### config.mk
export PLATFORM = sky130hd
export DESIGN_NAME = uartTransmitter
export DESIGN_NICKNAME = d
export VERILOG_FILES = /design/src/common/consolePkg.sv /design/src/uart/uartTransmitter.sv
export SDC_FILE = /design/constraint.sdc
export NUM_CORES = 1
export LEC_CHECK = 0
export ABC_CLOCK_PERIOD_IN_PS = 3200
export BUFFER_PORTS_ARGS = -buffer_cell sky130_fd_sc_hd__buf_2
export CAP_MARGIN = 30
export CORE_MARGIN = 3
export CORE_UTILIZATION = 55
export CTS_CLUSTER_DIAMETER = 80
export DETAILED_ROUTE_END_ITERATION = 10
export GPL_TIMING_DRIVEN = 0
export PLACE_DENSITY = 0.78
export SLEW_MARGIN = 20
export SYNTH_ARGS = -nofsm -noshare
export SYNTH_HDL_FRONTEND = slang
export SYNTH_SLANG_ARGS = --single-unit
### constraint.sdc
create_clock -name clk -period 3.2 [get_ports clk]
set_input_delay 0.16 -clock clk [delete_from_list [all_inputs] [get_ports clk]]
set_output_delay 0.16 -clock clk [all_outputs]
set_load 0.01 [all_outputs]
### src/common/consolePkg.sv
`default_nettype none

package consolePkg;

    // one character cell, plain 8-bit ASCII
    typedef logic [7:0] charT;

    // control codes handled by the parser
    localparam charT ASCII_BS    = 8'h08;
    localparam charT ASCII_LF    = 8'h0A;
    localparam charT ASCII_CR    = 8'h0D;
    localparam charT ASCII_ESC   = 8'h1B;

    // fill for the clear sweep, also the space key
    localparam charT ASCII_SPACE = 8'h20;

    // escape sequence progress
    // clearing is the multi-cycle screen wipe after ESC [ 2 J
    typedef enum logic [2:0] {
        idle,
        gotEsc,
        gotBracket,
        gotTwo,
        clearing
    } parserStateT;

endpackage

`default_nettype wire

### src/uart/uartTransmitter.sv
`default_nettype none

module uartTransmitter #(
    parameter int CLKS_PER_BIT    = 868,
    parameter int TX_BUFFER_DEPTH = 4
) (
    input  logic             clk,
    input  logic             rstN,
    input  logic             txPush,
    input  consolePkg::charT txByte,
    output logic             txCredit,
    output logic             tx
);

    import consolePkg::*;

    localparam int PTR_W  = TX_BUFFER_DEPTH > 1 ? $clog2(TX_BUFFER_DEPTH) : 1;
    localparam int FILL_W = $clog2(TX_BUFFER_DEPTH + 1);
    localparam int CNT_W  = $clog2(CLKS_PER_BIT + 1);

    charT              buffer [TX_BUFFER_DEPTH];
    logic [PTR_W-1:0]  wrPtr;
    logic [PTR_W-1:0]  rdPtr;
    logic [FILL_W-1:0] fill;
    logic              busy;
    logic              pop;
    logic [9:0]        frame;
    logic [CNT_W-1:0]  clkCnt;
    logic [3:0]        bitCnt;

    // frame shifts out from bit 0 and refills with ones
    assign tx  = frame[0];
    // take the oldest byte as soon as the line is free
    assign pop = !busy && fill != '0;

    always_ff @(posedge clk) begin
        if (txPush) begin
            buffer[wrPtr] <= txByte;
        end
    end

    always_ff @(posedge clk) begin
        txCredit <= 1'b0;
        if (!rstN) begin
            wrPtr  <= '0;
            rdPtr  <= '0;
            fill   <= '0;
            busy   <= 1'b0;
            frame  <= '1;
            clkCnt <= '0;
            bitCnt <= '0;
        end else begin
            // circular pointers for any depth
            if (txPush) begin
                wrPtr <= (wrPtr == PTR_W'(TX_BUFFER_DEPTH - 1)) ? '0 : wrPtr + 1'b1;
            end
            fill <= fill + FILL_W'(txPush) - FILL_W'(pop);
            if (pop) begin
                rdPtr    <= (rdPtr == PTR_W'(TX_BUFFER_DEPTH - 1)) ? '0 : rdPtr + 1'b1;
                // stop bit, data, start bit
                frame    <= {1'b1, buffer[rdPtr], 1'b0};
                busy     <= 1'b1;
                clkCnt   <= '0;
                bitCnt   <= '0;
                // the freed slot goes back to the keyboard side
                txCredit <= 1'b1;
            end else if (busy) begin
                if (clkCnt == CNT_W'(CLKS_PER_BIT - 1)) begin
                    clkCnt <= '0;
                    frame  <= {1'b1, frame[9:1]};
                    // ten bits per frame
                    if (bitCnt == 4'd9) begin
                        busy <= 1'b0;
                    end else begin
                        bitCnt <= bitCnt + 1'b1;
                    end
                end else begin
                    clkCnt <= clkCnt + 1'b1;
                end
            end
        end
    end

endmodule

`default_nettype wire

==> results.py <==
metrics = {
    "run_status": {
        "status": "complete, no violations",
    },
    "die": {
        "die_area_um2": 5848,
        "rows": 25,
        "die_w_um": 76.47,
        "core_um2": 4755,
        "die_h_um": 76.47,
        "start_util_pct": 57.45,
        "pin_count": 13,
    },
    "final_layout": {
        "fill_cells": 370,
        "postLayoutCellArea_um2": 3047,
        "layout-drive-gt1-share_pct": 17.55,
        "n_antenna_cell": 0,
        "synthToLayoutAreaGrowth_pct": 11.54,
        "final_cell_mix": "dfxtp_1, edfxtp_1, nand2_1",
        "final_common_cell": "dfxtp_1",
        "nNetsFinal": 262,
        "register_area_um2": 1642,
        "multi_input_area_um2": 1008,
    },
    "power_and_ir_drop": {
        "p_per_area_nw_per_um2": 735.9,
        "leakagePower_nw": 1.070,
        "ir_worst_vdd_mv": 0.3804,
        "finalPower_mw": 2.242,
    },
    "cts": {
        "cts_sinks": 66,
        "clockBufferDepth": 2,
        "post_cts_buffers": 0,
        "root_buffer": "clkbuf_8",
        "clk_latency_ns": 0.34,
        "numCtsBuffers": 9,
        "clk_pin_slew_worst_paths_ns": 0.07,
        "h-tree-depth": 3,
        "cts_resized": 0,
        "cts_hold_buf": 0,
        "cts_tree": "yes",
    },
    "setup_path": {
        "worstReg2RegEnd": "fill[2]",
        "cp.required_ns": 3.44,
        "end_kind": "flop",
        "crit_path_max_fanout": 10,
        "worst-endpoint-arrival_ns": 3.12,
        "reg2reg_depth": 12,
        "r2r_start": "busy",
        "worstSetupStartpointType": "flop",
        "crit_type": "reg -> reg",
        "rrSetupSlack_ns": 0.32,
    },
    "placed_design": {
        "port_buffers": 12,
        "postPlaceCellArea_um2": 2875,
        "dp_hpwl_um": 2984,
        "gp_congestion": 0.7676,
        "pre_cts_slack_ns": 0.3097,
    },
    "logic_synthesis": {
        "synthArstFlopShare_pct": 0,
        "synth_adder_area_share_pct": 5.314,
        "syn_inst": 217,
        "synth_simple_gate_area_share_pct": 18.42,
        "synth-edff-count": 32,
        "seq_area_frac_synth_pct": 60.10,
        "synth_xor_xnor_area_share_pct": 4.169,
        "syn-cell-area_um2": 2731,
        "ys_types": 39,
        "syn_avg_cell_area_um2": 12.59,
        "synth_nets": 239,
        "yosys_warnings": 0,
        "synth_ff_type": "dfxtp_1",
        "synth_top_family_by_area": "simple AND/OR/NAND/NOR gates",
        "ys_ff_latch": 66,
        "synthMuxAreaShare_pct": 6.963,
        "synth-compound-area-share_pct": 2.061,
    },
    "timing": {
        "finalHoldViolations": 0,
        "max_freq_mhz": 346.9,
        "rsz0062_at_grt": "no",
        "clock_skew_ns": 0.007971,
        "worst_slack_ns": 0.3174,
        "fin_crit_sh_pct": 90.08,
        "fin_setup_tns_ns": 0,
        "whs_ns": 0.03117,
        "max-slew-margin-rel_pct": 62.23,
        "slew_viol_final": 0,
        "post-route-min-period_ns": 2.883,
        "worstMarginPinSlew_ns": 0.5634,
        "setup_viol": 0,
    },
    "global_route": {
        "antenna_found_initial": 0,
        "track_usage_pct": 17.60,
        "grt_pass1_vias": 1641,
        "grt_max_degree": 13,
        "grt_pass1_wl_um": 7797,
        "overflow": 0,
    },
    "worst_hold_path": {
        "holdPathStages": 1,
        "holdCritPathClass": "in -> reg",
        "hp-start": "txByte[1]",
        "holdPathEnd": "buffer[0][1]",
    },
    "detailed_routing": {
        "post_drt_wl_per_cell_um": 14.08,
        "first_pass_iters": 4,
        "drt-initial-drc-count": 78,
        "drcViolationCount": 0,
        "ant_nets": 0,
        "drt_wl_total_um": 4392,
        "vias": 1623,
        "drt-vias-per-instance": 5.202,
    },
    "job": {
        "cap_violations": 0,
    },
}
==> how the worst max path moves through the flow <==
stage / start / endpoint / cells after the start
after global placement: busy / fill[2] / 12
after CTS: busy / fill[2] / 12
after global routing: busy / fill[2] / 12
after floorplan: busy / fill[2] / 12
after detailed placement: busy / fill[2] / 12
final: busy / fill[2] / 12
==> metal layers <==
metal	wire [µm]	global-route usage, %	share of wire [%]	vias to the layer above
li1	-	-	-	821
met1	1989	21.43	45	770
met2	2146	27.50	49	24
met3	159	5.910	3.6	8
met4	97	9.783	2.2	0
met5	0	0	0	-
==> area by class of cell <==
| type | instances | share of cell area (%) |
|---|---|---|
| inverter | 9 | 1.109 |
| tap | 67 | 2.752 |
| timing repair buffer | 12 | 1.971 |
| clock inverter | 6 | 1.437 |
| sequential | 66 | 53.88 |
| buffer | 10 | 1.561 |
| multi-input combinational | 132 | 33.10 |
| clock buffer | 10 | 4.189 |
==> cell usage after synthesis, types with 2 or more instances <==
master,count,area share (%)
dfxtp_1,34,25
edfxtp_1,32,35
nand2_1,22,3.0
nor2_1,15,2.1
nand3_1,14,2.6
ha_1,10,4.6
inv_1,9,1.2
nand4_1,9,2.1
and2_1,8,1.8
mux4_2,8,6.6
clkbuf_1,7,0.96
xnor2_1,7,2.2
xor2_1,6,1.9
or3_1,3,0.69
a21boi_0,2,0.55
a21oi_1,2,0.37
and4_1,2,0.64
buf_2,2,0.37
nand2b_1,2,0.46
nor2b_1,2,0.46
nor3_1,2,0.37
nor4_1,2,0.46
==> flip-flops by register name (all words and copies together) (netlist names), named ones only <==
name      cells
rdPtr         2
clkCnt       10
wrPtr         2
frame         9
fill          3
bitCnt        4
busy          1
txCredit      1
buffer       32
==> through the flow <==
stage                     cells  util (%)
final                       312     64.08
after global routing        312     64.08
after global placement      296     60.47
after detailed placement    296     60.47
after CTS                   312     64.08
after floorplan             217         -
==> critical path: stages (launching register included) <==
cell and delay, ns:
dfxtp_1 0.31, clkbuf_1 0.28, or2_2 0.17, clkbuf_1 0.28, inv_1 0.13, clkbuf_1 0.25
ha_1 0.34, inv_1 0.04, ha_1 0.18, fa_1 0.38, xor2_1 0.16, xnor2_1 0.12
and2_1 0.14
==> power by group <==
group	leakage [nW]	internal (mW)	total (mW)	switching, mW
logic	0.423	0.266	0.573	0.306
clock network	0.0745	0.280	0.598	0.318
registers	0.573	1.01	1.07	0.0593
==> kinds of logic (layout without fill, tap and decap cells) <==
logic type | count (synthesis) | count (layout)
compound gates | 8 | 8
simple gates | 91 | 91
fa+ha+maj | 11 | 11
buf+inv | 19 | 47
flops | 66 | 66
xor+xnor | 13 | 13
mux | 9 | 9
No activity file was read; power rests on OpenSTA's default activity.
