**src/common/consolePkg.sv**
```systemverilog
`default_nettype none

package consolePkg;

    // one character cell, plain 8-bit ASCII
    typedef logic [7:0] charT;

    // control codes handled by the parser
    localparam charT ASCII_BS    = 8'h08;
    localparam charT ASCII_LF    = 8'h0A;
    localparam charT ASCII_CR    = 8'h0D;
    localparam charT ASCII_ESC   = 8'h1B;

    // fill for the clear sweep, also the space key
    localparam charT ASCII_SPACE = 8'h20;

    // escape sequence progress
    // clearing is the multi-cycle screen wipe after ESC [ 2 J
    typedef enum logic [2:0] {
        idle,
        gotEsc,
        gotBracket,
        gotTwo,
        clearing
    } parserStateT;

endpackage

`default_nettype wire

```
**src/uart/uartReceiver.sv**
```systemverilog
`default_nettype none

module uartReceiver #(
    parameter int CLKS_PER_BIT = 868
) (
    input  logic             clk,
    input  logic             rstN,
    input  logic             rx,
    output logic             rxValid,
    output consolePkg::charT rxData
);

    // counts up to one full bit period
    localparam int CNT_W = $clog2(CLKS_PER_BIT + 1);

    typedef enum logic [1:0] {
        rxIdle,
        rxStart,
        rxBits,
        rxStop
    } rxStateT;

    rxStateT          state;
    logic [1:0]       rxSync;
    logic [CNT_W-1:0] clkCnt;
    logic [2:0]       bitCnt;

    always_ff @(posedge clk) begin
        // rx is asynchronous to clk
        rxSync  <= {rxSync[0], rx};
        rxValid <= 1'b0;
        if (!rstN) begin
            rxSync <= 2'b11;
            state  <= rxIdle;
            clkCnt <= '0;
            bitCnt <= '0;
        end else begin
            case (state)
                rxIdle: begin
                    clkCnt <= '0;
                    // low line means a start bit has begun
                    if (!rxSync[1]) begin
                        state <= rxStart;
                    end
                end
                rxStart: begin
                    // half a bit to land in the middle of the start bit
                    if (clkCnt == CNT_W'(CLKS_PER_BIT / 2 - 1)) begin
                        clkCnt <= '0;
                        bitCnt <= '0;
                        // a high line here was only a glitch
                        state  <= rxSync[1] ? rxIdle : rxBits;
                    end else begin
                        clkCnt <= clkCnt + 1'b1;
                    end
                end
                rxBits: begin
                    if (clkCnt == CNT_W'(CLKS_PER_BIT - 1)) begin
                        clkCnt <= '0;
                        bitCnt <= bitCnt + 1'b1;
                        // lsb arrives first so shift in from the top
                        rxData <= {rxSync[1], rxData[7:1]};
                        if (bitCnt == 3'd7) begin
                            state <= rxStop;
                        end
                    end else begin
                        clkCnt <= clkCnt + 1'b1;
                    end
                end
                default: begin
                    if (clkCnt == CNT_W'(CLKS_PER_BIT - 1)) begin
                        // low stop bit is a framing error and the byte is lost
                        rxValid <= rxSync[1];
                        state   <= rxIdle;
                    end else begin
                        clkCnt <= clkCnt + 1'b1;
                    end
                end
            endcase
        end
    end

endmodule

`default_nettype wire

```
**config.mk**
```make
export PLATFORM = sky130hd
export DESIGN_NAME = uartReceiver
export DESIGN_NICKNAME = d
export VERILOG_FILES = /design/src/common/consolePkg.sv /design/src/uart/uartReceiver.sv
export SDC_FILE = /design/constraint.sdc
export NUM_CORES = 1
export LEC_CHECK = 0
export BUFFER_PORTS_ARGS = -buffer_cell sky130_fd_sc_hd__buf_2
export CORE_ASPECT_RATIO = 0.9
export CORE_MARGIN = 5
export CORE_UTILIZATION = 34
export DETAILED_ROUTE_END_ITERATION = 6
export GPL_TIMING_DRIVEN = 0
export PLACE_DENSITY = 0.49
export SLEW_MARGIN = 20
export SYNTH_ARGS = -nofsm -noshare
export SYNTH_HDL_FRONTEND = slang
export SYNTH_SLANG_ARGS = --single-unit
```
**constraint.sdc**
```tcl
create_clock -name clk -period 6.6 [get_ports clk]
set_input_delay 0.33 -clock clk [delete_from_list [all_inputs] [get_ports clk]]
set_output_delay 0.33 -clock clk [all_outputs]
set_load 0.01 [all_outputs]
```
==> impl_metrics.json, run 1 <==
{
  "status": "complete, no violations",
  "clock-sinks": 26,
  "postCtsSetupRepairBufs": 0,
  "slowest_stage": "or4b_4",
  "final_cells": 172,
  "cts_resized": 0,
  "synthesis.area_um2": 1170,
  "synth_cells": 113,
  "clk_latency_ns": 0.27,
  "grt_usage_pct": 10.2,
  "worstPathRequired_ns": 6.74,
  "synth_top_area_cell": "dfxtp_1",
  "ys_seq_area_share_pct": 51.4,
  "fmax_mhz": 406,
  "synth.distinct_cells": 34,
  "die_h_um": 65.6,
  "ys_async_sr_fraction_pct": 0,
  "yosys-top-cells-area": "dfxtp_1 (31%), edfxtp_1 (21%), ha_1 (8.6%)",
  "worstReg2RegEnd": "clkCnt[4]",
  "drive_gt1_share_pct": 13.3,
  "cts.htree.levels": 1,
  "yosysWarnings": 0,
  "tritoncts": "done",
  "antennaDiodeCount": 0,
  "hpwl_mm": 1.63,
  "crit_chain": "or3b_1 -> or4b_4 -> a22o_1 -> o31ai_2 -> nor3b_1",
  "startpoint_type": "flip-flop",
  "rows": 20,
  "rr_worst_depth": 5,
  "dieArea_um2": 4710,
  "fin_crit_ns": 2.46,
  "final_area_um2": 1320,
  "power.density_nw_per_um2": 234,
  "first_iter_violations": 37,
  "syn_area_per_cell_um2": 10.3,
  "synth_edf_count": 8,
  "slew_violations": 0,
  "finalClockSkew_ns": 0.00469,
  "crit_family": "simple AND/OR/NAND/NOR gates",
  "report.final.setup_viol": 0,
  "worst_pin_slew_ns": 0.609,
  "grt_overflow": 0,
  "reg2reg_from": "clkCnt[8]",
  "ys_seq_elements": 26,
  "numCtsBuffers": 3,
  "endpoint": "clkCnt[4]",
  "fp.dieW_um": 71.8,
  "clk_pin_slew_ns": 0.09,
  "leakage_nw": 0.457,
  "synth_common_cells": "dfxtp_1 (18), nor2_1 (15), nand2_1 (9), edfxtp_1 (8), ha_1 (8)",
  "area_delta_synth_final_pct": 13.3,
  "rsz0062_at_grt": "false",
  "crit_type": "flip-flop to flip-flop",
  "synth_top_area_share_pct": 30.8,
  "hold_path_class": "input pin to flip-flop",
  "clock-root-buffer": "clkbuf_8",
  "grt_pass1_wl_mm": 3.70,
  "crit_fanout": 7,
  "first_global_vias": 801,
  "antenna_found_initial": 0,
  "vias": 858,
  "drt_drc_violations_left": 0,
  "drv_cap": 0,
  "gp_congestion": 0.815,
  "grt_max_degree": 15,
  "via_per_inst": 4.99,
  "wl_per_cell_um": 12.7,
  "crit_arrival_ns": 2.61,
  "ios": 12,
  "yosysMostFrequentCell": "dfxtp_1",
  "synthFlopType": "dfxtp_1",
  "setup_tns_ns": 0,
  "cp.buffers_inverters": 0,
  "core-area_um2": 3350,
  "wirelength_mm": 2.19,
  "final_antenna_net_count": 0,
  "cp-startpoint": "clkCnt[8]",
  "holdWs_ns": 0.236,
  "finalPower_mw": 0.310,
  "start_util_pct": 34.9,
  "slew_headroom_pct": 59.1,
  "dpl.cell_count": 168,
  "r2r_setup_slack_ns": 4.14,
  "io_buffers": 11,
  "peakVddDrop_mv": 0.119,
  "drt-pass1-iter-count": 4,
  "finalHoldViolations": 0,
  "fillers": 337,
  "slowest_delay_ns": 0.57,
  "syn_nets": 124,
  "path_depth": 5,
  "fin_crit_sh_pct": 37.3,
  "holdBufCountCts": 0,
  "place_area_um2": 1280,
  "nNetsFinal": 140,
  "clockBufferDepth": 2,
  "cp-end-kind": "flip-flop"
}
[routing by layer]
| layer | GRT usage, % | wire length (um) | part of all wire [%] |
|---|---|---|---|
| met5 | 0 | 0 | 0 |
| met4 | 4.93 | 51 | 2.3 |
| met3 | 1.99 | 91 | 4.2 |
| met2 | 16.4 | 937 | 43 |
| met1 | 13.0 | 1110 | 51 |
[placed cells by master (no fill, tap or decap), drive strengths merged, types with 3 or more instances in the layout]
cell	count
xnor2	7
nand3	4
dfxtp	18
clkbuf	4
o21ai	3
ha	8
buf	11
nand2	9
edfxtp	8
inv	7
o22ai	3
nor2	15
nand2b	3
[worst reg2reg max path, cell delays in order (launching register included)]
cell	delay [ns]
dfxtp_1	0.39
or3b_1	0.40
or4b_4	0.57
a22o_1	0.33
o31ai_2	0.53
nor3b_1	0.11
[where the power goes]
group,total (mW),switching [mW],internal [mW]
Combinational,0.0466,0.0292,0.0175
Clock,0.0910,0.0493,0.0417
Sequential,0.172,0.00451,0.168
[kinds of logic (layout without fill, tap and decap cells)]
logic type / after synthesis / after routing / share of synthesized area (%)
AND/OR/NAND/NOR: 49 / 49 / 23.3
flip-flops: 26 / 26 / 51.4
AO/OA/AOI/OAI: 15 / 15 / 8.89
adder cells (fa/ha/maj): 8 / 8 / 8.57
buffers and inverters: 8 / 23 / 2.57
XOR/XNOR: 7 / 7 / 5.25
[layout make-up]
class / instances / area [um^2] / area share (%)
clock inverters: 1 / 3.75 / 0.284
flip-flops and latches: 26 / 601 / 45.4
multi-input cells: 79 / 538 / 40.6
clock buffers: 3 / 41.3 / 3.12
inverters: 7 / 26.3 / 1.98
repair buffers: 11 / 55.1 / 4.16
well taps: 44 / 55.1 / 4.16
plain buffers: 1 / 3.75 / 0.284
[per-stage QoR]
stage | util [%] | setup WS (ns)
global route | 39.5 | 3.99
global placement | 38.1 | 4.14
floorplan | - | 4.34
finish | 39.5 | 4.14
CTS | 39.5 | 4.12
detailed placement | 38.1 | 4.14
[state kept, by name, indices dropped and copies added (netlist names)]
signal and cells:
clkCnt 10, rxData 8, bitCnt 3, rxSync 2, state 2, rxValid 1
[worst min-delay path by stage]
stage                end      start  slack (ns)  cells past startpoint
6_report       rxSync[0]         rx        0.24                      2
3_3_place_gp   rxSync[1]  rxSync[0]        0.39                      1
3_5_place_dp   rxSync[1]  rxSync[0]        0.39                      1
2_1_floorplan  rxSync[1]  rxSync[0]        0.39                      1
4_1_cts        rxSync[0]         rx        0.23                      2
5_1_grt        rxSync[0]         rx        0.25                      2
Power figures use the tool's default switching activity.
==> run 2, diff against run 1 <==
==> constraint.sdc (replaced) <==
create_clock -name clk -period 2.4 [get_ports clk]
set_input_delay 0.12 -clock clk [delete_from_list [all_inputs] [get_ports clk]]
set_output_delay 0.12 -clock clk [all_outputs]
set_load 0.01 [all_outputs]
==> run 2 against run 1 <==
Net effect:
- clock power grew to 2.8 times the previous value
- non-clock buffer count unchanged
- first-iteration DRC count is 32% lower
- hold slack worse by 0.21 ns
- sequential power grew to 2.8 times the previous value
- sequential share of layout area shrank 0.84 points
- register-to-register slack worse by 4.1 ns
- largest cell class unchanged
==> impl_metrics.json, run 2 (synthesis results as in run 1) <==
{
  "wirelength_mm": 2.22,
  "drt-pass1-iter-count": 4,
  "nNetsFinal": 140,
  "leakage_nw": 0.465,
  "internal-power_mw": 0.635,
  "crit_arrival_ns": 2.53,
  "antenna_found_initial": 0,
  "drv_cap": 0,
  "fmax_mhz": 432,
  "start_util_pct": 34.9,
  "tritoncts": "done",
  "final_antenna_net_count": 0,
  "startpoint_type": "flip-flop",
  "sw_frac_of_total_pct": 27.5,
  "regMostFlops": "clkCnt",
  "seq_power_share_pct": 54.3,
  "grt_max_degree": 15,
  "ios": 12,
  "report.final.setup_viol": 0,
  "first_iter_violations": 25,
  "postLayoutCoreUtil_pct": 40.6,
  "wl_per_cell_um": 12.9,
  "top_regs": "clkCnt: 10 flops, rxData: 8 flops, bitCnt: 3 flops",
  "cp-end-kind": "flip-flop",
  "fp.dieW_um": 71.8,
  "crit_type": "flip-flop to flip-flop",
  "status": "complete, no violations",
  "finalPower_mw": 0.876,
  "hold_path_class": "input pin to flip-flop",
  "gp_congestion": 0.815,
  "holdWs_ns": 0.0228,
  "dpl.cell_count": 168,
  "cts.htree.levels": 1,
  "rsz0062_at_grt": "false",
  "clockBufferDepth": 2,
  "dieArea_um2": 4710,
  "numCtsBuffers": 3,
  "clock-sinks": 26,
  "grt_pass1_wl_mm": 3.77,
  "worstPathRequired_ns": 2.61,
  "slew_headroom_pct": 68.0,
  "worst_pin_slew_ns": 0.474,
  "drt_drc_violations_left": 0,
  "postCtsSetupRepairBufs": 0,
  "finalClockSkew_ns": 0.00538,
  "via_per_inst": 4.97,
  "clk_pin_slew_ns": 0.09,
  "drive_gt1_share_pct": 18.8,
  "clk_latency_ns": 0.27,
  "area_delta_synth_final_pct": 16.4,
  "antennaDiodeCount": 0,
  "fin_crit_sh_pct": 96.5,
  "die_h_um": 65.6,
  "hpwl_mm": 1.63,
  "largest_register_ffs": 10,
  "clock-root-buffer": "clkbuf_8",
  "place_area_um2": 1280,
  "core-area_um2": 3350,
  "first_global_vias": 825,
  "share_comb_of_total_power_pct": 16.8,
  "grt_overflow": 0,
  "vias": 855,
  "fin_crit_ns": 2.32,
  "power.density_nw_per_um2": 644,
  "rows": 20,
  "layout_commonest_cell": "nor2_1",
  "layout_common_cells": "nor2_1 (15), dfxtp_1 (14), buf_2 (11)",
  "peakVddDrop_mv": 0.339,
  "final_area_um2": 1360,
  "power_switching_mw": 0.241,
  "finalHoldViolations": 0,
  "slew_violations": 0,
  "final_cells": 172,
  "io_buffers": 11,
  "holdBufCountCts": 0,
  "p_clk_share_pct": 29.0,
  "grt_usage_pct": 10.3,
  "crit_fanout": 6
}
run 2: cell counts in the layout (fill, tap and decap cells not counted):
No cell type changed its count.
run 2: repair_timing:
item,CTS,global route
pin swaps,0,1
gates resized for setup,4,6
endpoints found under the setup margin,8,4
run 2: worst paths after layout:
path	slack [ns]	startpoint	end	cells after the start
setup / recovery	0.08	clkCnt[2]	state[0]	5
hold / removal	0.02	rx	rxSync[0]	2
setup reg to reg	0.08	clkCnt[2]	state[0]	5
hold reg to reg	0.41	rxSync[0]	rxSync[1]	1
run 2: layout make-up:
type,instances,area (um^2)
Inverter,7,26.3
Tap cell,44,55.1
Multi-Input combinational cell,79,569
Timing Repair Buffer,11,55.1
Buffer,1,3.75
Clock inverter,1,3.75
Fill cell,334,1990
Clock buffer,3,41.3
Sequential cell,26,606
run 2: through the flow:
stage               TNS (ns)  worst slack, ns
floorplan                  0            0.139
global placement      -0.323          -0.0640
detailed placement    -0.296          -0.0583
CTS                        0           0.0124
global route               0           0.0240
finish                     0           0.0840
run 2: worst max-delay path, cell delays in order, from the launching register on:
cell and delay (ns):
dfxtp_2 0.35, or3b_4 0.40, or4b_4 0.53, a22o_4 0.31, or4_1 0.50, a21oi_1 0.14
run 2: power by group through the flow:
stage	Clock [mW]	Combinational, mW	Sequential [mW]
2_1_floorplan	0	0.0994	0.481
3_3_place_gp	0	0.125	0.483
4_1_cts	0.260	0.138	0.474
3_5_place_dp	0	0.125	0.484
6_report	0.254	0.147	0.475
5_1_grt	0.275	0.165	0.477
run 2: routing by layer:
layer | vias up | track usage [%] | routed length, um
met5 | - | 0 | 0
met4 | 0 | 4.93 | 51
met3 | 5 | 1.99 | 74
met2 | 11 | 17.0 | 980
met1 | 402 | 12.9 | 1110
li1 | 437 | - | -
