**config.mk**
```make
export PLATFORM = sky130hd
export DESIGN_NAME = vt100Parser
export DESIGN_NICKNAME = d
export VERILOG_FILES = /design/src/common/consolePkg.sv /design/src/logic/vt100Parser.sv
export SDC_FILE = /design/constraint.sdc
export NUM_CORES = 1
export LEC_CHECK = 0
export BUFFER_PORTS_ARGS = -buffer_cell sky130_fd_sc_hd__buf_4
export CORE_UTILIZATION = 25
export CTS_CLUSTER_SIZE = 25
export DETAILED_ROUTE_END_ITERATION = 8
export GPL_ROUTABILITY_DRIVEN = 0
export GPL_TIMING_DRIVEN = 0
export PLACE_DENSITY = 0.38
export REMOVE_ABC_BUFFERS = 1
export SLEW_MARGIN = 20
export SYNTH_ARGS = -nofsm -noshare
export SYNTH_HDL_FRONTEND = slang
export SYNTH_SLANG_ARGS = --single-unit
```
**constraint.sdc**
```tcl
create_clock -name clk -period 3.4 [get_ports clk]
set_input_delay 0.17 -clock clk [delete_from_list [all_inputs] [get_ports clk]]
set_output_delay 0.17 -clock clk [all_outputs]
set_load 0.005 [all_outputs]
```
**src/common/consolePkg.sv**
```systemverilog
`default_nettype none

package consolePkg;

    // one character cell, plain 8-bit ASCII
    typedef logic [7:0] charT;

    // control codes handled by the parser
    localparam charT ASCII_BS    = 8'h08;
    localparam charT ASCII_LF    = 8'h0A;
    localparam charT ASCII_CR    = 8'h0D;
    localparam charT ASCII_ESC   = 8'h1B;

    // fill for the clear sweep, also the space key
    localparam charT ASCII_SPACE = 8'h20;

    // escape sequence progress
    // clearing is the multi-cycle screen wipe after ESC [ 2 J
    typedef enum logic [2:0] {
        idle,
        gotEsc,
        gotBracket,
        gotTwo,
        clearing
    } parserStateT;

endpackage

`default_nettype wire

```
**src/logic/vt100Parser.sv**
```systemverilog
`default_nettype none

module vt100Parser #(
    parameter int  CONSOLE_LINES   = 40,
    parameter int  CONSOLE_COLUMNS = 80,
    localparam int CELLS  = CONSOLE_LINES * CONSOLE_COLUMNS,
    localparam int ADDR_W = CELLS > 1 ? $clog2(CELLS) : 1,
    localparam int ROW_W  = CONSOLE_LINES > 1 ? $clog2(CONSOLE_LINES) : 1,
    localparam int COL_W  = CONSOLE_COLUMNS > 1 ? $clog2(CONSOLE_COLUMNS) : 1
) (
    input  logic              clk,
    input  logic              rstN,
    input  logic              rxValid,
    input  consolePkg::charT  rxData,
    output logic              writeEnable,
    output logic [ADDR_W-1:0] writeAddr,
    output consolePkg::charT  writeChar,
    output logic [ROW_W-1:0]  cursorRow,
    output logic [COL_W-1:0]  cursorCol
);

    import consolePkg::*;

    parserStateT       state;
    logic [ADDR_W-1:0] sweepAddr;
    logic              lastCol;
    logic [ROW_W-1:0]  nextRow;
    logic              printable;

    assign lastCol   = cursorCol == COL_W'(CONSOLE_COLUMNS - 1);
    // no scrolling so the bottom line wraps to the top
    assign nextRow   = (cursorRow == ROW_W'(CONSOLE_LINES - 1)) ? '0 : cursorRow + 1'b1;
    assign printable = rxData >= 8'h20 && rxData <= 8'h7E;

    always_ff @(posedge clk) begin
        writeEnable <= 1'b0;
        if (!rstN) begin
            state     <= idle;
            cursorRow <= '0;
            cursorCol <= '0;
            sweepAddr <= '0;
        end else begin
            case (state)
                idle: begin
                    if (rxValid && printable) begin
                        // cell at the cursor then step right
                        writeEnable <= 1'b1;
                        writeAddr   <= ADDR_W'(cursorRow * CONSOLE_COLUMNS + cursorCol);
                        writeChar   <= rxData;
                        cursorCol   <= lastCol ? '0 : cursorCol + 1'b1;
                        if (lastCol) begin
                            cursorRow <= nextRow;
                        end
                    end else if (rxValid) begin
                        case (rxData)
                            ASCII_CR: cursorCol <= '0;
                            ASCII_LF: cursorRow <= nextRow;
                            ASCII_BS: begin
                                // stops at column 0
                                if (cursorCol != '0) begin
                                    cursorCol <= cursorCol - 1'b1;
                                end
                            end
                            ASCII_ESC: state <= gotEsc;
                            default: ;
                        endcase
                    end
                end
                gotEsc: begin
                    if (rxValid) begin
                        state <= (rxData == "[") ? gotBracket : idle;
                    end
                end
                gotBracket: begin
                    if (rxValid) begin
                        state <= (rxData == "2") ? gotTwo : idle;
                        // ESC [ H
                        if (rxData == "H") begin
                            cursorRow <= '0;
                            cursorCol <= '0;
                        end
                    end
                end
                gotTwo: begin
                    if (rxValid && rxData == "J") begin
                        // first cell goes out right away
                        writeEnable <= 1'b1;
                        writeAddr   <= '0;
                        writeChar   <= ASCII_SPACE;
                        sweepAddr   <= ADDR_W'(1);
                        state       <= clearing;
                    end else if (rxValid) begin
                        state <= idle;
                    end
                end
                clearing: begin
                    // one cell per cycle, rx must stay quiet meanwhile
                    writeEnable <= 1'b1;
                    writeAddr   <= sweepAddr;
                    writeChar   <= ASCII_SPACE;
                    sweepAddr   <= sweepAddr + 1'b1;
                    if (sweepAddr == ADDR_W'(CELLS - 1)) begin
                        state     <= idle;
                        cursorRow <= '0;
                        cursorCol <= '0;
                    end
                end
                default: state <= idle;
            endcase
        end
    end

endmodule

`default_nettype wire

```
==> flow_summary.yaml, run 1 <==
cts:
  hold_buffers: 0
  cts_sinks: 49
  cts.htree.levels: 2
  numCtsBuffers: 5
  cts_setup_buffers: 0
  clk_pin_slew_worst_paths_ps: 70
  clock_latency_ps: 300
  cts_resized: 0
  cts_buffer_depth: 2
  clockRootBuffer: "clkbuf_16"
  cts_tree: "built"
timing:
  fin_crit_sh: 0.855
  whs_ps: 198
  timing.slew.headroom: 0.332
  period_needed_ps: 2910
  grt_setup_unrepaired: "false"
  setup-tns-final_ps: 0
  worst_slew_pin_slew_ps: 1000
  setup_viol: 0
  final_max_slew_viol_count: 0
  fmax_mhz: 344
  finalHoldViolations: 0
  setup_slack_ps: 493
  finClkSkew_ps: 3.34
yosys:
  synth_top_family_by_area: "simple AND/OR/NAND/NOR gates"
  synth_compound_area_frac: 0.214
  netlist_area_mm2: 0.00319
  synth-simple-area-share: 0.259
  synth_warnings: 0
  ys_seq_area_frac: 0.370
  avgSynthCellArea_um2: 9.14
  synthCells: 349
  synth_flop_cell: "dfxtp_1"
  synth_xor_area_frac: 0.0294
  synth_fa_ha_area_frac: 0.0753
  synth.distinct_cells: 72
  yosys-mux-area-fraction: 0.0129
  async_flop_share: 0
  synth_edf_count: 20
  synth-seq-cells: 49
hold_path:
  min_path_type: "input pin to register"
  hold_start: "rxData[1]"
layout:
  areaGrowthSynthToFinish_pct: 18.8
  num-nets-final: 410
  diodes: 0
  final_common_cell: "buf_4"
  fin_area_mm2: 0.00379
  final_util: 0.310
  final_layout_size_suffix_gt1_frac: 0.175
  final_cell_mix: "buf_4 (44), dfxtp_1 (29), a21oi_1 (24), nand2_1 (24), o21ai_0 (23)"
routing:
  drc: 0
  routedWlPerCell_um: 16.7
  drtIter0Drc: 201
  routed_wl_mm: 9.18
  antenna_left: 0
  firstDrtPassIters: 4
  vias: 2829
  vias_per_cell: 5.14
power:
  netSwitchingFraction: 0.244
  p_leak_nw: 1.39
  power.share.clock: 0.428
  ir_drop_uv: 201
  p_per_area_mw_per_mm2: 321
  power.switching_mw: 0.296
  power_frac_comb: 0.064
  intPower_mw: 0.921
  seqPwrFrac: 0.509
floorplan:
  start_util: 0.261
  die_y_um: 115
  core_area_mm2: 0.0122
  ios: 45
  die_x_um: 115
  rows: 40
  die_area_mm2: 0.0132
worst_setup_path:
  end_kind: "register"
  cp_max_fo: 20
  startpoint_type: "register"
  arrival_ps: 2830
  startpoint: "state[1]$_SDFFE_PN0P_"
  cp.required_ps: 3330
  critPathKind: "register to register"
  rr_startpoint: "state[1]$_SDFFE_PN0P_"
grt:
  grt_pass1_wl_mm: 14.8
  grt_max_degree: 21
  grt_pass1_vias: 2721
  gr-usage-all-layers: 0.148
  grt.overflow.total: 0
  antenna_found_initial: 0
placed_design:
  dpl.hpwl_mm: 6.60
  port_buffers: 44
  dp_slack_ps: 478
  post_dp_cell_area_mm2: 0.00365
flow_run:
  cap_viol_max_count: 0
outcome:
  status: "finished clean"
==> through the flow <==
| step | total power, mW | std cells |
|---|---|---|
| global route | 1.26 | 550 |
| floorplan | 0.666 | 330 |
| detailed placement | 0.712 | 542 |
| CTS | 1.23 | 550 |
| finish | 1.22 | 550 |
| global placement | 0.711 | 542 |
==> metal layers <==
layer / global-route usage / up-vias / share of wire
met2: 0.234 / 65 / 0.45
met4: 0.0424 / 0 / 0.014
met5: 0 / - / 0
met3: 0.0395 / 10 / 0.051
li1: - / 1394 / -
met1: 0.199 / 1360 / 0.49
==> power by group through the flow <==
stage                     Sequential [mW]  Clock (mW)  Combinational, mW
after floorplan                     0.633           0             0.0329
after global placement              0.633           0             0.0782
after detailed placement            0.633           0             0.0790
after CTS                           0.619       0.536             0.0789
after global routing                0.620       0.556             0.0861
final                               0.619       0.520             0.0773
==> layout make-up <==
cell class                 count  area [um2]
fill                        1323        8420
multi-input combinational    272        1890
sequential                    49        1180
timing repair buffer          44         330
tap                          168         210
clock buffer                   6         129
inverter                       9        33.8
clock inverter                 2        15.0
==> sequential cells by signal (all words and copies together) (netlist names) <==
register     count
cursorCol        7
cursorRow        6
state            3
sweepAddr       12
writeAddr       12
writeChar        8
writeEnable      1
==> final timing paths <==
| check | slack [ps] | endpoint | depth (start not counted) |
|---|---|---|---|
| setup / recovery | 490 | writeAddr[9]$_DFFE_PP_ | 4 |
| hold / removal | 200 | writeChar[1]$_SDFFCE_PN0P_ | 2 |
| setup reg to reg | 490 | writeAddr[9]$_DFFE_PP_ | 4 |
| hold reg to reg | 520 | sweepAddr[0]$_SDFFE_PN0P_ | 2 |
==> synthesized netlist by cell type (4+ instances only) <==
cell / instances / share of area
edfxtp_1: 20 / 0.19
buf_2: 4 / 0.0063
o21ai_0: 23 / 0.036
nand4_1: 9 / 0.018
nor2b_1: 8 / 0.016
nand3_1: 13 / 0.020
a211oi_1: 4 / 0.0094
or3_1: 4 / 0.0078
nand4b_1: 4 / 0.011
o22ai_1: 4 / 0.0078
and3_1: 7 / 0.014
ha_1: 16 / 0.063
and2_1: 10 / 0.020
nor3_1: 4 / 0.0063
o31ai_1: 8 / 0.019
a21oi_1: 24 / 0.038
dfxtp_1: 29 / 0.18
inv_1: 8 / 0.0094
xor2_1: 6 / 0.016
nor2_1: 22 / 0.026
nand2_1: 24 / 0.028
nand2b_1: 8 / 0.016
clkbuf_1: 11 / 0.013
nand3b_1: 6 / 0.014
o211ai_1: 5 / 0.012
==> worst max-delay path: stages, from the launching register on <==
cell and delay, ps:
dfxtp_1 650, nor4b_1 390, nand4_1 420, o21ai_0 210, and3_1 850
==> cells by family after synthesis <==
| family | after synthesis |
|---|---|
| DFF | 49 |
| buffers and inverters | 28 |
| and+or+nand+nor | 142 |
| AOI/OAI and AO/OA | 99 |
| adders and majority gates | 18 |
| xor gates and xnor gates | 9 |
| muxes | 4 |
(Power assumes the default switching activity.)
==> inputs of run 2 (changes only) <==
Settings changed: CORE_MARGIN set to 4.
==> run 2 against run 1 <==
Compared with the run above: global-route usage fell by 1.7 points; maximum frequency rose by 2.1%; clock skew barely moved; clock power fell by 1%; via count fell by 1.3%; cell area barely moved; sequential share of layout area barely moved; combinational power barely moved; sequential power barely moved; largest cell class unchanged.
==> flow_summary.yaml, run 2 (same netlist as run 1, synthesis figures left out) <==
floorplan:
  start_util: 0.260
  ios: 45
  die_y_um: 121
  die_x_um: 121
  core_area_mm2: 0.0123
  rows: 40
  die_area_mm2: 0.0146
routing:
  firstDrtPassIters: 4
  vias: 2792
  antenna_left: 0
  routed_wl_mm: 9.34
  drtIter0Drc: 144
  vias_per_cell: 5.08
  routedWlPerCell_um: 17.0
  drc: 0
cts:
  cts_resized: 0
  clk_pin_slew_worst_paths_ps: 70
  cts_tree: "built"
  cts_buffer_depth: 2
  cts_setup_buffers: 0
  numCtsBuffers: 5
  cts.htree.levels: 2
  cts_sinks: 49
  clock_latency_ps: 300
  hold_buffers: 0
  clockRootBuffer: "clkbuf_16"
grt:
  grt_pass1_vias: 2699
  grt_max_degree: 21
  gr-usage-all-layers: 0.131
  antenna_found_initial: 0
  grt.overflow.total: 0
  grt_pass1_wl_mm: 15.2
timing:
  grt_setup_unrepaired: "false"
  setup_viol: 0
  fmax_mhz: 351
  setup-tns-final_ps: 0
  whs_ps: 202
  timing.slew.headroom: 0.317
  finClkSkew_ps: 2.98
  worst_slew_pin_slew_ps: 1030
  final_max_slew_viol_count: 0
  period_needed_ps: 2850
  fin_crit_sh: 0.838
  finalHoldViolations: 0
layout:
  final_cell_mix: "buf_4 (44), dfxtp_1 (29), nand2_1 (24)"
  num-nets-final: 410
  final_layout_size_suffix_gt1_frac: 0.178
  reg.largest.list: "sweepAddr (12), writeAddr (12), writeChar (8)"
  final_common_cell: "buf_4"
  final-seq-area_mm2: 0.00118
  multi_input_area_mm2: 0.00189
  nFillCells: 1340
  diodes: 0
  areaGrowthSynthToFinish_pct: 18.9
worst_setup_path:
  end_kind: "register"
  reg2reg_slack_ps: 550
  startpoint_type: "register"
  rr_startpoint: "state[1]$_SDFFE_PN0P_"
  worstReg2RegEnd: "writeAddr[3]$_DFFE_PP_"
  arrival_ps: 2770
  cp_max_fo: 20
  critPathKind: "register to register"
  worst-r2r-cell-count: 4
  startpoint: "state[1]$_SDFFE_PN0P_"
  cp.required_ps: 3320
  critPathCapture: "writeAddr[3]$_DFFE_PP_"
placed_design:
  dpl.hpwl_mm: 6.78
  port_buffers: 44
outcome:
  status: "finished clean"
hold_path:
  min_path_type: "input pin to register"
power:
  ir_drop_uv: 154
  p_per_area_mw_per_mm2: 319
  p_leak_nw: 1.39
  total_power_mw: 1.21
  power_frac_comb: 0.064
  power.share.clock: 0.424
  power.switching_mw: 0.291
  seqPwrFrac: 0.511
  netSwitchingFraction: 0.240
  intPower_mw: 0.921
flow_run:
  cap_viol_max_count: 0
==> run 2: cell types whose count changed in the layout (fill, tap and decap cells not counted) <==
cell | previous run | this run
a21oi_1 | 24 | 23
a21oi_2 | 0 | 1
==> run 2: worst max-delay path, cell delays in order, from the launching register on <==
cell     delay (ps)
dfxtp_1         620
nor4b_1         380
nand4_1         390
o21ai_0         210
and3_1          870
==> run 2: worst min-delay path by stage <==
| stage | end | slack (ps) | cells after the start | from |
|---|---|---|---|---|
| 2_1_floorplan | sweepAddr[6]$_SDFFE_PN0P_ | 290 | 1 | rstN |
| 3_3_place_gp | sweepAddr[0]$_SDFFE_PN0P_ | 490 | 2 | sweepAddr[0]$_SDFFE_PN0P_ |
| 3_5_place_dp | sweepAddr[0]$_SDFFE_PN0P_ | 510 | 2 | sweepAddr[0]$_SDFFE_PN0P_ |
| 4_1_cts | writeChar[1]$_SDFFCE_PN0P_ | 190 | 2 | rxData[1] |
| 5_1_grt | writeChar[3]$_SDFFCE_PN0P_ | 220 | 2 | rxData[3] |
| 6_report | writeChar[1]$_SDFFCE_PN0P_ | 200 | 2 | rxData[1] |
==> run 2: per-stage QoR <==
stage	setup WS (ps)	utilization	area, um2	instances
2_1_floorplan	1110	-	3100	330
3_3_place_gp	263	0.297	3640	542
3_5_place_dp	451	0.297	3650	542
4_1_cts	478	0.309	3790	550
5_1_grt	241	0.309	3790	550
6_report	552	0.309	3790	550
==> run 2: area by class of cell <==
| type | instances | share of cell area |
|---|---|---|
| Inverter | 9 | 0.00891 |
| Tap cell | 168 | 0.0554 |
| Timing Repair Buffer | 44 | 0.0871 |
| Multi-Input combinational cell | 272 | 0.499 |
| Clock inverter | 2 | 0.00396 |
| Sequential cell | 49 | 0.311 |
| Clock buffer | 6 | 0.0340 |
==> run 2: metal layers <==
| metal | wire length [um] | track usage | up-vias | part of all wire |
|---|---|---|---|---|
| li1 | - | - | 1392 | - |
| met1 | 4610 | 0.184 | 1325 | 0.49 |
| met2 | 4150 | 0.204 | 68 | 0.44 |
| met3 | 467 | 0.0266 | 7 | 0.050 |
| met4 | 114 | 0.0382 | 0 | 0.012 |
| met5 | 0 | 0 | - | 0 |
==> run 2: power groups by stage <==
stage	sequential [mW]	combinational (mW)	clock [mW]
floorplan	0.633	0.0329	0
global placement	0.633	0.0785	0
detailed placement	0.633	0.0792	0
CTS	0.619	0.0791	0.536
global route	0.620	0.0861	0.553
finish	0.620	0.0776	0.514
