### src/keyboard/ps2Receiver.sv
`default_nettype none

module ps2Receiver (
    input  logic       clk,
    input  logic       rstN,
    input  logic       ps2Clk,
    input  logic       ps2Data,
    output logic       scanValid,
    output logic [7:0] scanCode,
    output logic       shiftHeld
);

    logic [2:0]  clkSync;
    logic [1:0]  dataSync;
    logic        fallEdge;
    logic [9:0]  frame;
    logic [3:0]  bitCnt;
    logic [10:0] fullFrame;
    logic [7:0]  code;
    logic        frameOk;
    logic        breakSeen;
    logic        extSeen;

    // device changes data on rising ps2Clk so sample on the fall
    assign fallEdge  = clkSync[2] && !clkSync[1];
    // the stop bit completes the frame in this cycle
    assign fullFrame = {dataSync[1], frame};
    assign code      = fullFrame[8:1];
    // start low, stop high, odd parity over data plus parity bit
    assign frameOk   = !fullFrame[0] && fullFrame[10] && ^fullFrame[9:1];

    always_ff @(posedge clk) begin
        clkSync   <= {clkSync[1:0], ps2Clk};
        dataSync  <= {dataSync[0], ps2Data};
        scanValid <= 1'b0;
        if (!rstN) begin
            // both lines idle high
            clkSync   <= '1;
            dataSync  <= '1;
            bitCnt    <= '0;
            breakSeen <= 1'b0;
            extSeen   <= 1'b0;
            shiftHeld <= 1'b0;
        end else if (fallEdge) begin
            if (bitCnt != 4'd10) begin
                frame  <= {dataSync[1], frame[9:1]};
                bitCnt <= bitCnt + 1'b1;
            end else begin
                bitCnt <= '0;
                if (frameOk) begin
                    // prefixes only mark the next code
                    if (code == 8'hF0) begin
                        breakSeen <= 1'b1;
                    end else if (code == 8'hE0) begin
                        extSeen <= 1'b1;
                    end else begin
                        breakSeen <= 1'b0;
                        extSeen   <= 1'b0;
                        // left and right shift only move the shift flag
                        if (!extSeen && (code == 8'h12 || code == 8'h59)) begin
                            shiftHeld <= !breakSeen;
                        end else if (!extSeen && !breakSeen) begin
                            scanValid <= 1'b1;
                            scanCode  <= code;
                        end
                    end
                end
            end
        end
    end

endmodule

`default_nettype wire

### config.mk
export PLATFORM = sky130hd
export DESIGN_NAME = ps2Receiver
export DESIGN_NICKNAME = d
export VERILOG_FILES = /design/src/keyboard/ps2Receiver.sv
export SDC_FILE = /design/constraint.sdc
export NUM_CORES = 1
export LEC_CHECK = 0
export ABC_AREA = 1
export BUFFER_PORTS_ARGS = -buffer_cell sky130_fd_sc_hd__buf_4
export CAP_MARGIN = 0
export CORE_MARGIN = 5
export CORE_UTILIZATION = 40
export CTS_CLUSTER_SIZE = 20
export DETAILED_ROUTE_END_ITERATION = 16
export SLEW_MARGIN = 30
export SYNTH_ARGS = -nofsm -noshare
export SYNTH_HDL_FRONTEND = slang
export SYNTH_SLANG_ARGS = --single-unit
### constraint.sdc
create_clock -name clk -period 2.25 [get_ports clk]
set_input_delay 0.3375 -clock clk [delete_from_list [all_inputs] [get_ports clk]]
set_output_delay 0.3375 -clock clk [all_outputs]
set_load 0.01 [all_outputs]
==> flow_summary_export.csv, run 1 <==
group,metric,value,unit
run_status,status,"finished clean",
critical_path,worst-setup-path-type,"flip-flop to flip-flop",
sta,drv_slew,0,
critical_path,cp_cell_sequence,"inv_1 -> ha_1 -> xnor2_1 -> inv_1 -> nand2_1 -> nand3_4 -> nor2_1 -> buf_4",
clocking,post-cts-setup-buffer-count,0,
pwr,ir_drop,0.000277,V
sta,layout_min_cycle_time,1.90,ns
final_layout,layout_common_cells,"22 x nand2_1, 20 x inv_1, 18 x nor2_1, 18 x edfxtp_1, 15 x buf_4",
final_layout,nFillCells,312,
placement,gp_congestion,0.770,
critical_path,arrival,1.94,ns
clocking,clk_path_buf_depth,2,
route,wirelength,2150,um
critical_path,r2r-start,"frame[5]$_DFFE_PP_",
floorplanning,pin_count,14,
synthesis,ys_ff_latch,31,
critical_path,crit_path_end_kind,"flip-flop",
critical_path,cpMaxStageDelayCell,"edfxtp_1",
clocking,holdBufCountCts,0,
synthesis,synth.distinct_cells,25,
floorplanning,die_w,68.8,um
sta,fin_skew,0.00676,ns
hold_path,hold_depth,2,
route,drc,0,
floorplanning,fp-row-count,21,
critical_path,regToRegEndpoint,"scanCode[1]$_DFFE_PP_",
sta,setup_ws,0.354,ns
sta,period_share,0.843,
clocking,clock-sinks,31,
final_layout,layout.cells.most_common,"nand2_1",
grt,grt_pass1_vias,896,
sta,clock.fmax,528,MHz
clocking,cts_buffers,5,
critical_path,worst-r2r-cell-count,8,
grt,grt_pass1_wl,3840,um
sta,grt_setup_unrepaired,"no",
hold_path,holdPathEnd,"clkSync[0]$_SDFF_PN1_",
synthesis,postSynthAreaPerCell,10.4,um2
final_layout,syn2layout_area_growth,15.9,%
critical_path,setup.worst_path.start_class,"flip-flop",
route,dr.pass1.iters,4,
synthesis,synthFlopType,"edfxtp_1",
hold_path,hp-class,"primary input to flip-flop",
clocking,cts_tree,"yes",
synthesis,ys.warnings.count,0,
clocking,h-tree-depth,2,
clocking,insertion_delay,0.33,ns
final_layout,seq_area,801,um2
synthesis,syn_nets,148,
critical_path,worstPathRequired,2.30,ns
pwr,pwr-share-comb,0.036,
grt,grtUsageTotal,0.117,
sta,setup_tns,0,ns
route,dr_total_vias,887,
floorplanning,coreArea,3340,um2
route,viasPerCell,4.39,
pwr,power.density,588,nW/um2
clocking,clk_pin_slew_worst_paths,0.09,ns
grt,grt_antenna_before_repair,0,
pwr,power.share.clock,0.317,
synthesis,yosysTopAreaCell,"edfxtp_1",
critical_path,reg2reg_setup_slack,0.35,ns
pwr,switching_share,0.212,
pwr,p_int,0.000741,W
route,drt_iter0_drc,57,
placement,post-place-ws,0.358,ns
critical_path,path_delay_family,"flip-flops",
clocking,cts_resized,0,
synthesis,netlist_top_cells_area,"edfxtp_1 39%, dfxtp_1 19%, ha_1 10%",
floorplanning,die_h,68.8,um
sta,setup_viol,0,
critical_path,cpMostUsedCell,"inv_1",
sta,worst_slew_pin_slew,0.317,ns
route,wl_per_cell,10.7,um
synthesis,async_flop_share,0,
hold_path,min_from,"ps2Clk",
synthesis,yosysTopAreaCellShare,0.391,
synthesis,syn_area,1380,um2
clocking,clock_tree.root_cell,"clkbuf_4",
pwr,switchingPower,0.000199,W
pwr,p_seq_frac,0.646,
floorplanning,initial_core_util,0.414,
final_layout,nets,170,
final_layout,drive_gt1_frac,0.231,
synthesis,ys_seq_area_frac,0.580,
final_layout,diodes,0,
sta,slew_headroom,0.786,
synthesis,synth-edff-count,18,
synthesis,syn_inst,133,
final_layout,final_cells,202,
grt,overflow,0,
critical_path,slowest_delay,0.46,ns
placement,numPortBuffers,13,
run,max_cap_violations,0,
pwr,p_leak,0.671,nW
critical_path,crit_buf_inv,3,
critical_path,cp_max_fo,8,
route,ant_nets,0,
final_layout,multi_input_area,490,um2
grt,grt_max_degree,11,
placement,dp.cells,194,
floorplanning,die_area,4730,um2
sta,hold_viol,0,
placement,hpwl,1640,um
-- routing by layer --
metal / global-route usage / part of all wire / routed length [um]
met1: 0.124 / 0.43 / 920
met2: 0.193 / 0.49 / 1050
met3: 0.0389 / 0.068 / 147
met4: 0.0876 / 0.017 / 36
met5: 0 / 0 / 0
-- power by group through the flow --
stage / clock (W) / combinational, W / sequential, W
finish: 0.000298 / 0.0000342 / 0.000608
global route: 0.000336 / 0.0000393 / 0.000609
CTS: 0.000311 / 0.0000347 / 0.000608
detailed placement: 0 / 0.0000347 / 0.000621
global placement: 0 / 0.0000338 / 0.000621
floorplan: 0 / 0.0000236 / 0.000620
-- registers in the layout, indices dropped and copies added (netlist names) --
name and flops:
bitCnt 4, breakSeen 1, clkSync 3, dataSync 2, extSeen 1, frame 10, scanCode 8, scanValid 1
shiftHeld 1
-- how the worst max path moves through the flow --
| stage | from | endpoint | slack [ns] | cells after the start |
|---|---|---|---|---|
| final | frame[5]$_DFFE_PP_ | scanCode[1]$_DFFE_PP_ | 0.35 | 8 |
| after global routing | frame[2]$_DFFE_PP_ | scanCode[2]$_DFFE_PP_ | 0.19 | 11 |
| after CTS | frame[5]$_DFFE_PP_ | scanCode[1]$_DFFE_PP_ | 0.35 | 8 |
| after detailed placement | frame[5]$_DFFE_PP_ | scanCode[2]$_DFFE_PP_ | 0.36 | 8 |
| after global placement | frame[5]$_DFFE_PP_ | scanCode[2]$_DFFE_PP_ | 0.41 | 8 |
| after floorplan | frame[7]$_DFFE_PP_ | scanCode[0]$_DFFE_PP_ | 0.34 | 9 |
-- cells in the mapped netlist (4+ instances only) --
| master | n |
|---|---|
| inv_1 | 20 |
| inv_2 | 4 |
| edfxtp_1 | 18 |
| dfxtp_1 | 13 |
| or2_2 | 4 |
| nand2_1 | 22 |
| ha_1 | 11 |
| nor2_1 | 18 |
-- cell families after synthesis --
logic type,Yosys count,share of synthesized area
XOR/XNOR,1,0.00634
buffers and inverters,24,0.0652
flip-flops,31,0.580
adder cells (fa/ha/maj),11,0.0996
AO/OA/AOI/OAI,7,0.0335
AND/OR/NAND/NOR,59,0.216
-- layout make-up --
class,count,share of cell area
Sequential cell,31,0.500
Multi-Input combinational cell,78,0.306
Timing Repair Buffer,15,0.0704
Inverter,24,0.0563
Clock buffer,8,0.0305
Tap cell,46,0.0360
-- stage by stage --
stage	power, W	cell area (um2)	hold WS [ns]	util
after global placement	0.000655	1550	0.394	0.465
after global routing	0.000985	1600	0.190	0.480
after CTS	0.000954	1600	0.185	0.480
after detailed placement	0.000656	1550	0.401	0.465
final	0.000941	1600	0.193	0.480
after floorplan	0.000643	1380	0.393	-
(Power assumes the default switching activity.)
==> run 2: changes to the inputs <==
--- a/config.mk
+++ b/config.mk
@@ -5,7 +5,7 @@
 export SDC_FILE = /design/constraint.sdc
 export NUM_CORES = 1
 export LEC_CHECK = 0
-export ABC_AREA = 1
+export ABC_AREA = 0
 export BUFFER_PORTS_ARGS = -buffer_cell sky130_fd_sc_hd__buf_4
 export CAP_MARGIN = 0
 export CORE_MARGIN = 5
==> constraint.sdc (replaced) <==
create_clock -name clk -period 1.7 [get_ports clk]
set_input_delay 0.255 -clock clk [delete_from_list [all_inputs] [get_ports clk]]
set_output_delay 0.255 -clock clk [all_outputs]
set_load 0.01 [all_outputs]
==> run 2 against run 1 <==
Compared with the run above:
- the run now ends with negative setup slack left
- total power is 36% higher
- synthesized area down 3.0%
- clock skew up 0.0083 ns
- via count rose by 3.0%
- final cell count shrank 0.99%
- die area shrank 2.6%
- global-route usage rose by 1.3 points
- combinational power rose by 110%
- first-iteration DRC count down 33%
- synthesized cell count shrank 23%
- count of clock-buffer cells in the layout shrank 1
- worst setup slack worse by 0.77 ns
- highest routed layer unchanged
==> flow_summary_export.csv, run 2 <==
group,metric,value,unit
route,wirelength,2560,um
pwr,switchingPower,0.000282,W
grt,grt_antenna_before_repair,0,
clocking,clock_tree.root_cell,"clkbuf_4",
final_layout,design_area,1860,um2
synthesis,ys.warnings.count,0,
synthesis,synth-edff-count,18,
sta,hold_viol,0,
sta,clock.fmax,472,MHz
synthesis,postSynthAreaPerCell,13.0,um2
run_status,status,"complete, but fails checks",
route,viasPerCell,4.57,
pwr,ir_drop,0.000498,V
final_layout,drive_gt1_frac,0.435,
route,drc,0,
synthesis,syn_nets,118,
pwr,p_leak,0.787,nW
route,dr.pass1.iters,4,
sta,period_share,1.25,
final_layout,largest_register_ffs,10,
final_layout,layout_common_cells,"42 x buf_4, 18 x edfxtp_1, 13 x dfxtp_1, 9 x ha_1, 8 x nand2b_1",
floorplanning,pin_count,14,
grt,overflow,0,
floorplanning,die_h,67.9,um
sta,slew_headroom,0.813,
route,drt_iter0_drc,38,
sta,drv_slew,0,
synthesis,synthTopCellsByCount,"18 x edfxtp_1, 13 x dfxtp_1, 11 x ha_1, 9 x inv_1, 8 x nand2b_1",
pwr,finalPower,0.00128,W
placement,gp_congestion,0.828,
synthesis,netlist_top_cells_area,"edfxtp_1 40%, dfxtp_1 19%, ha_1 10%",
sta,fin_skew,0.0150,ns
clocking,clock-sinks,31,
clocking,cts_tree,"yes",
route,wl_per_cell,12.8,um
critical_path,crit_path_start,"frame[3]$_DFFE_PP_",
critical_path,cp_max_fo,8,
clocking,holdBufCountCts,0,
critical_path,worst-r2r-cell-count,7,
placement,hpwl,1760,um
clocking,h-tree-depth,2,
hold_path,hold_depth,2,
floorplanning,fp-row-count,21,
synthesis,yosysTopAreaCell,"edfxtp_1",
final_layout,diodes,0,
synthesis,synth.distinct_cells,31,
final_layout,layout.cells.most_common,"buf_4",
grt,grt_pass1_wl,4210,um
floorplanning,coreArea,3280,um2
final_layout,nFillCells,281,
critical_path,crit_path_end_kind,"flip-flop",
synthesis,yosysTopAreaCellShare,0.403,
floorplanning,die_area,4610,um2
run,max_cap_violations,0,
placement,post-place-ws,-0.387,ns
hold_path,hp-class,"primary input to flip-flop",
critical_path,setup.worst_path.start_class,"flip-flop",
sta,grt_setup_unrepaired,"yes",
floorplanning,die_w,67.9,um
run_status,violations,"negative setup slack",
critical_path,r2r-start,"frame[3]$_DFFE_PP_",
final_layout,final_cells,200,
placement,dp.cells,187,
synthesis,synth_most_common_cell,"edfxtp_1",
synthesis,syn_inst,103,
clocking,clk_path_buf_depth,2,
final_layout,largest_register,"frame",
pwr,switching_share,0.220,
synthesis,async_flop_share,0,
clocking,insertion_delay,0.33,ns
pwr,power.share.clock,0.316,
clocking,clk_pin_slew_worst_paths,0.09,ns
pwr,p_int,0.000996,W
final_layout,syn2layout_area_growth,38.7,%
hold_path,min_from,"ps2Clk",
synthesis,ys_seq_area_frac,0.598,
pwr,power.density,687,nW/um2
sta,layout_min_cycle_time,2.12,ns
route,ant_nets,0,
placement,numPortBuffers,13,
critical_path,worstPathRequired,1.74,ns
grt,grtUsageTotal,0.130,
floorplanning,initial_core_util,0.408,
sta,setup_viol,12,
placement,placedInstanceArea,1710,um2
grt,grt_pass1_vias,897,
synthesis,synthFlopType,"edfxtp_1",
clocking,cts_buffers,5,
critical_path,worst-setup-path-type,"flip-flop to flip-flop",
final_layout,reg.largest.list,"frame x10, scanCode x8, bitCnt x4",
synthesis,ys_ff_latch,31,
critical_path,reg2reg_setup_slack,-0.42,ns
critical_path,arrival,2.16,ns
synthesis,syn_area,1340,um2
grt,grt_max_degree,14,
sta,worst_slew_pin_slew,0.278,ns
final_layout,nets,168,
pwr,p_seq_frac,0.628,
sta,setup_ws,-0.417,ns
pwr,pwr-share-comb,0.056,
route,dr_total_vias,914,
==> run 2: changes by cell type after synthesis, sizes merged, moves of 3 or more <==
cell / change
nor2: -20
inv: -15
nand2: -15
nand2b: +8
nor2b: +3
or2: -3
==> run 2: final timing paths <==
kind	endpoint
setup / recovery	scanCode[6]$_DFFE_PP_
hold / removal	clkSync[0]$_SDFF_PN1_
setup reg to reg	scanCode[6]$_DFFE_PP_
hold reg to reg	clkSync[1]$_SDFF_PN1_
==> run 2: area by class of cell <==
| type | count | area [um2] | area share |
|---|---|---|---|
| flip-flops and latches | 31 | 801 | 0.431 |
| multi-input cells | 62 | 579 | 0.312 |
| repair buffers | 44 | 338 | 0.182 |
| well taps | 46 | 57.6 | 0.0310 |
| clock buffers | 7 | 45.0 | 0.0242 |
| inverters | 9 | 33.8 | 0.0182 |
| clock inverters | 1 | 5.00 | 0.00269 |
==> run 2: power groups by stage <==
stage | Combinational (W) | Sequential (W) | Clock [W]
finish | 0.0000712 | 0.000802 | 0.000404
global route | 0.0000779 | 0.000804 | 0.000464
CTS | 0.0000678 | 0.000802 | 0.000420
detailed placement | 0.0000652 | 0.000819 | 0
global placement | 0.0000638 | 0.000819 | 0
floorplan | 0.0000344 | 0.000820 | 0
==> run 2: logic make-up after synthesis <==
group / count (synthesis) / synth area share
compound gates: 11 / 0.0607
xor+xnor: 4 / 0.0420
fa+ha+maj: 11 / 0.103
buf+inv: 10 / 0.0280
flops: 31 / 0.598
mux: 1 / 0.00747
simple gates: 35 / 0.162
==> run 2: repair_timing <==
action                                  in CTS  in global routing
endpoints found under the hold margin        0                  0
resized for setup                            4                  8
buffers inserted                             3                  4
endpoints found under the setup margin      12                 12
pin swaps                                    2                  4
==> run 2: metal layers <==
metal	global-route usage	vias up	routed length (um)
met4	0.0620	0	36
li1	-	468	-
met1	0.160	424	1190
met5	0	-	0
met3	0.0493	5	117
met2	0.202	17	1210
==> run 2: through the flow <==
stage                     utilization  hold WS [ns]  TNS, ns
after floorplan                     -         0.356    -3.97
after global placement          0.520         0.389    -2.97
after detailed placement        0.520         0.397    -3.68
after CTS                       0.549        0.0927    -3.91
after global routing            0.566         0.100    -4.95
final                           0.566         0.114    -4.34
==> run 2: critical path, cell delays in order, from the launching register on <==
cell and delay [ns]:
edfxtp_1 0.39, inv_2 0.07, ha_4 0.25, xnor3_1 0.42, xnor2_2 0.21, nand2_2 0.10, nor4b_4 0.23, buf_6 0.17
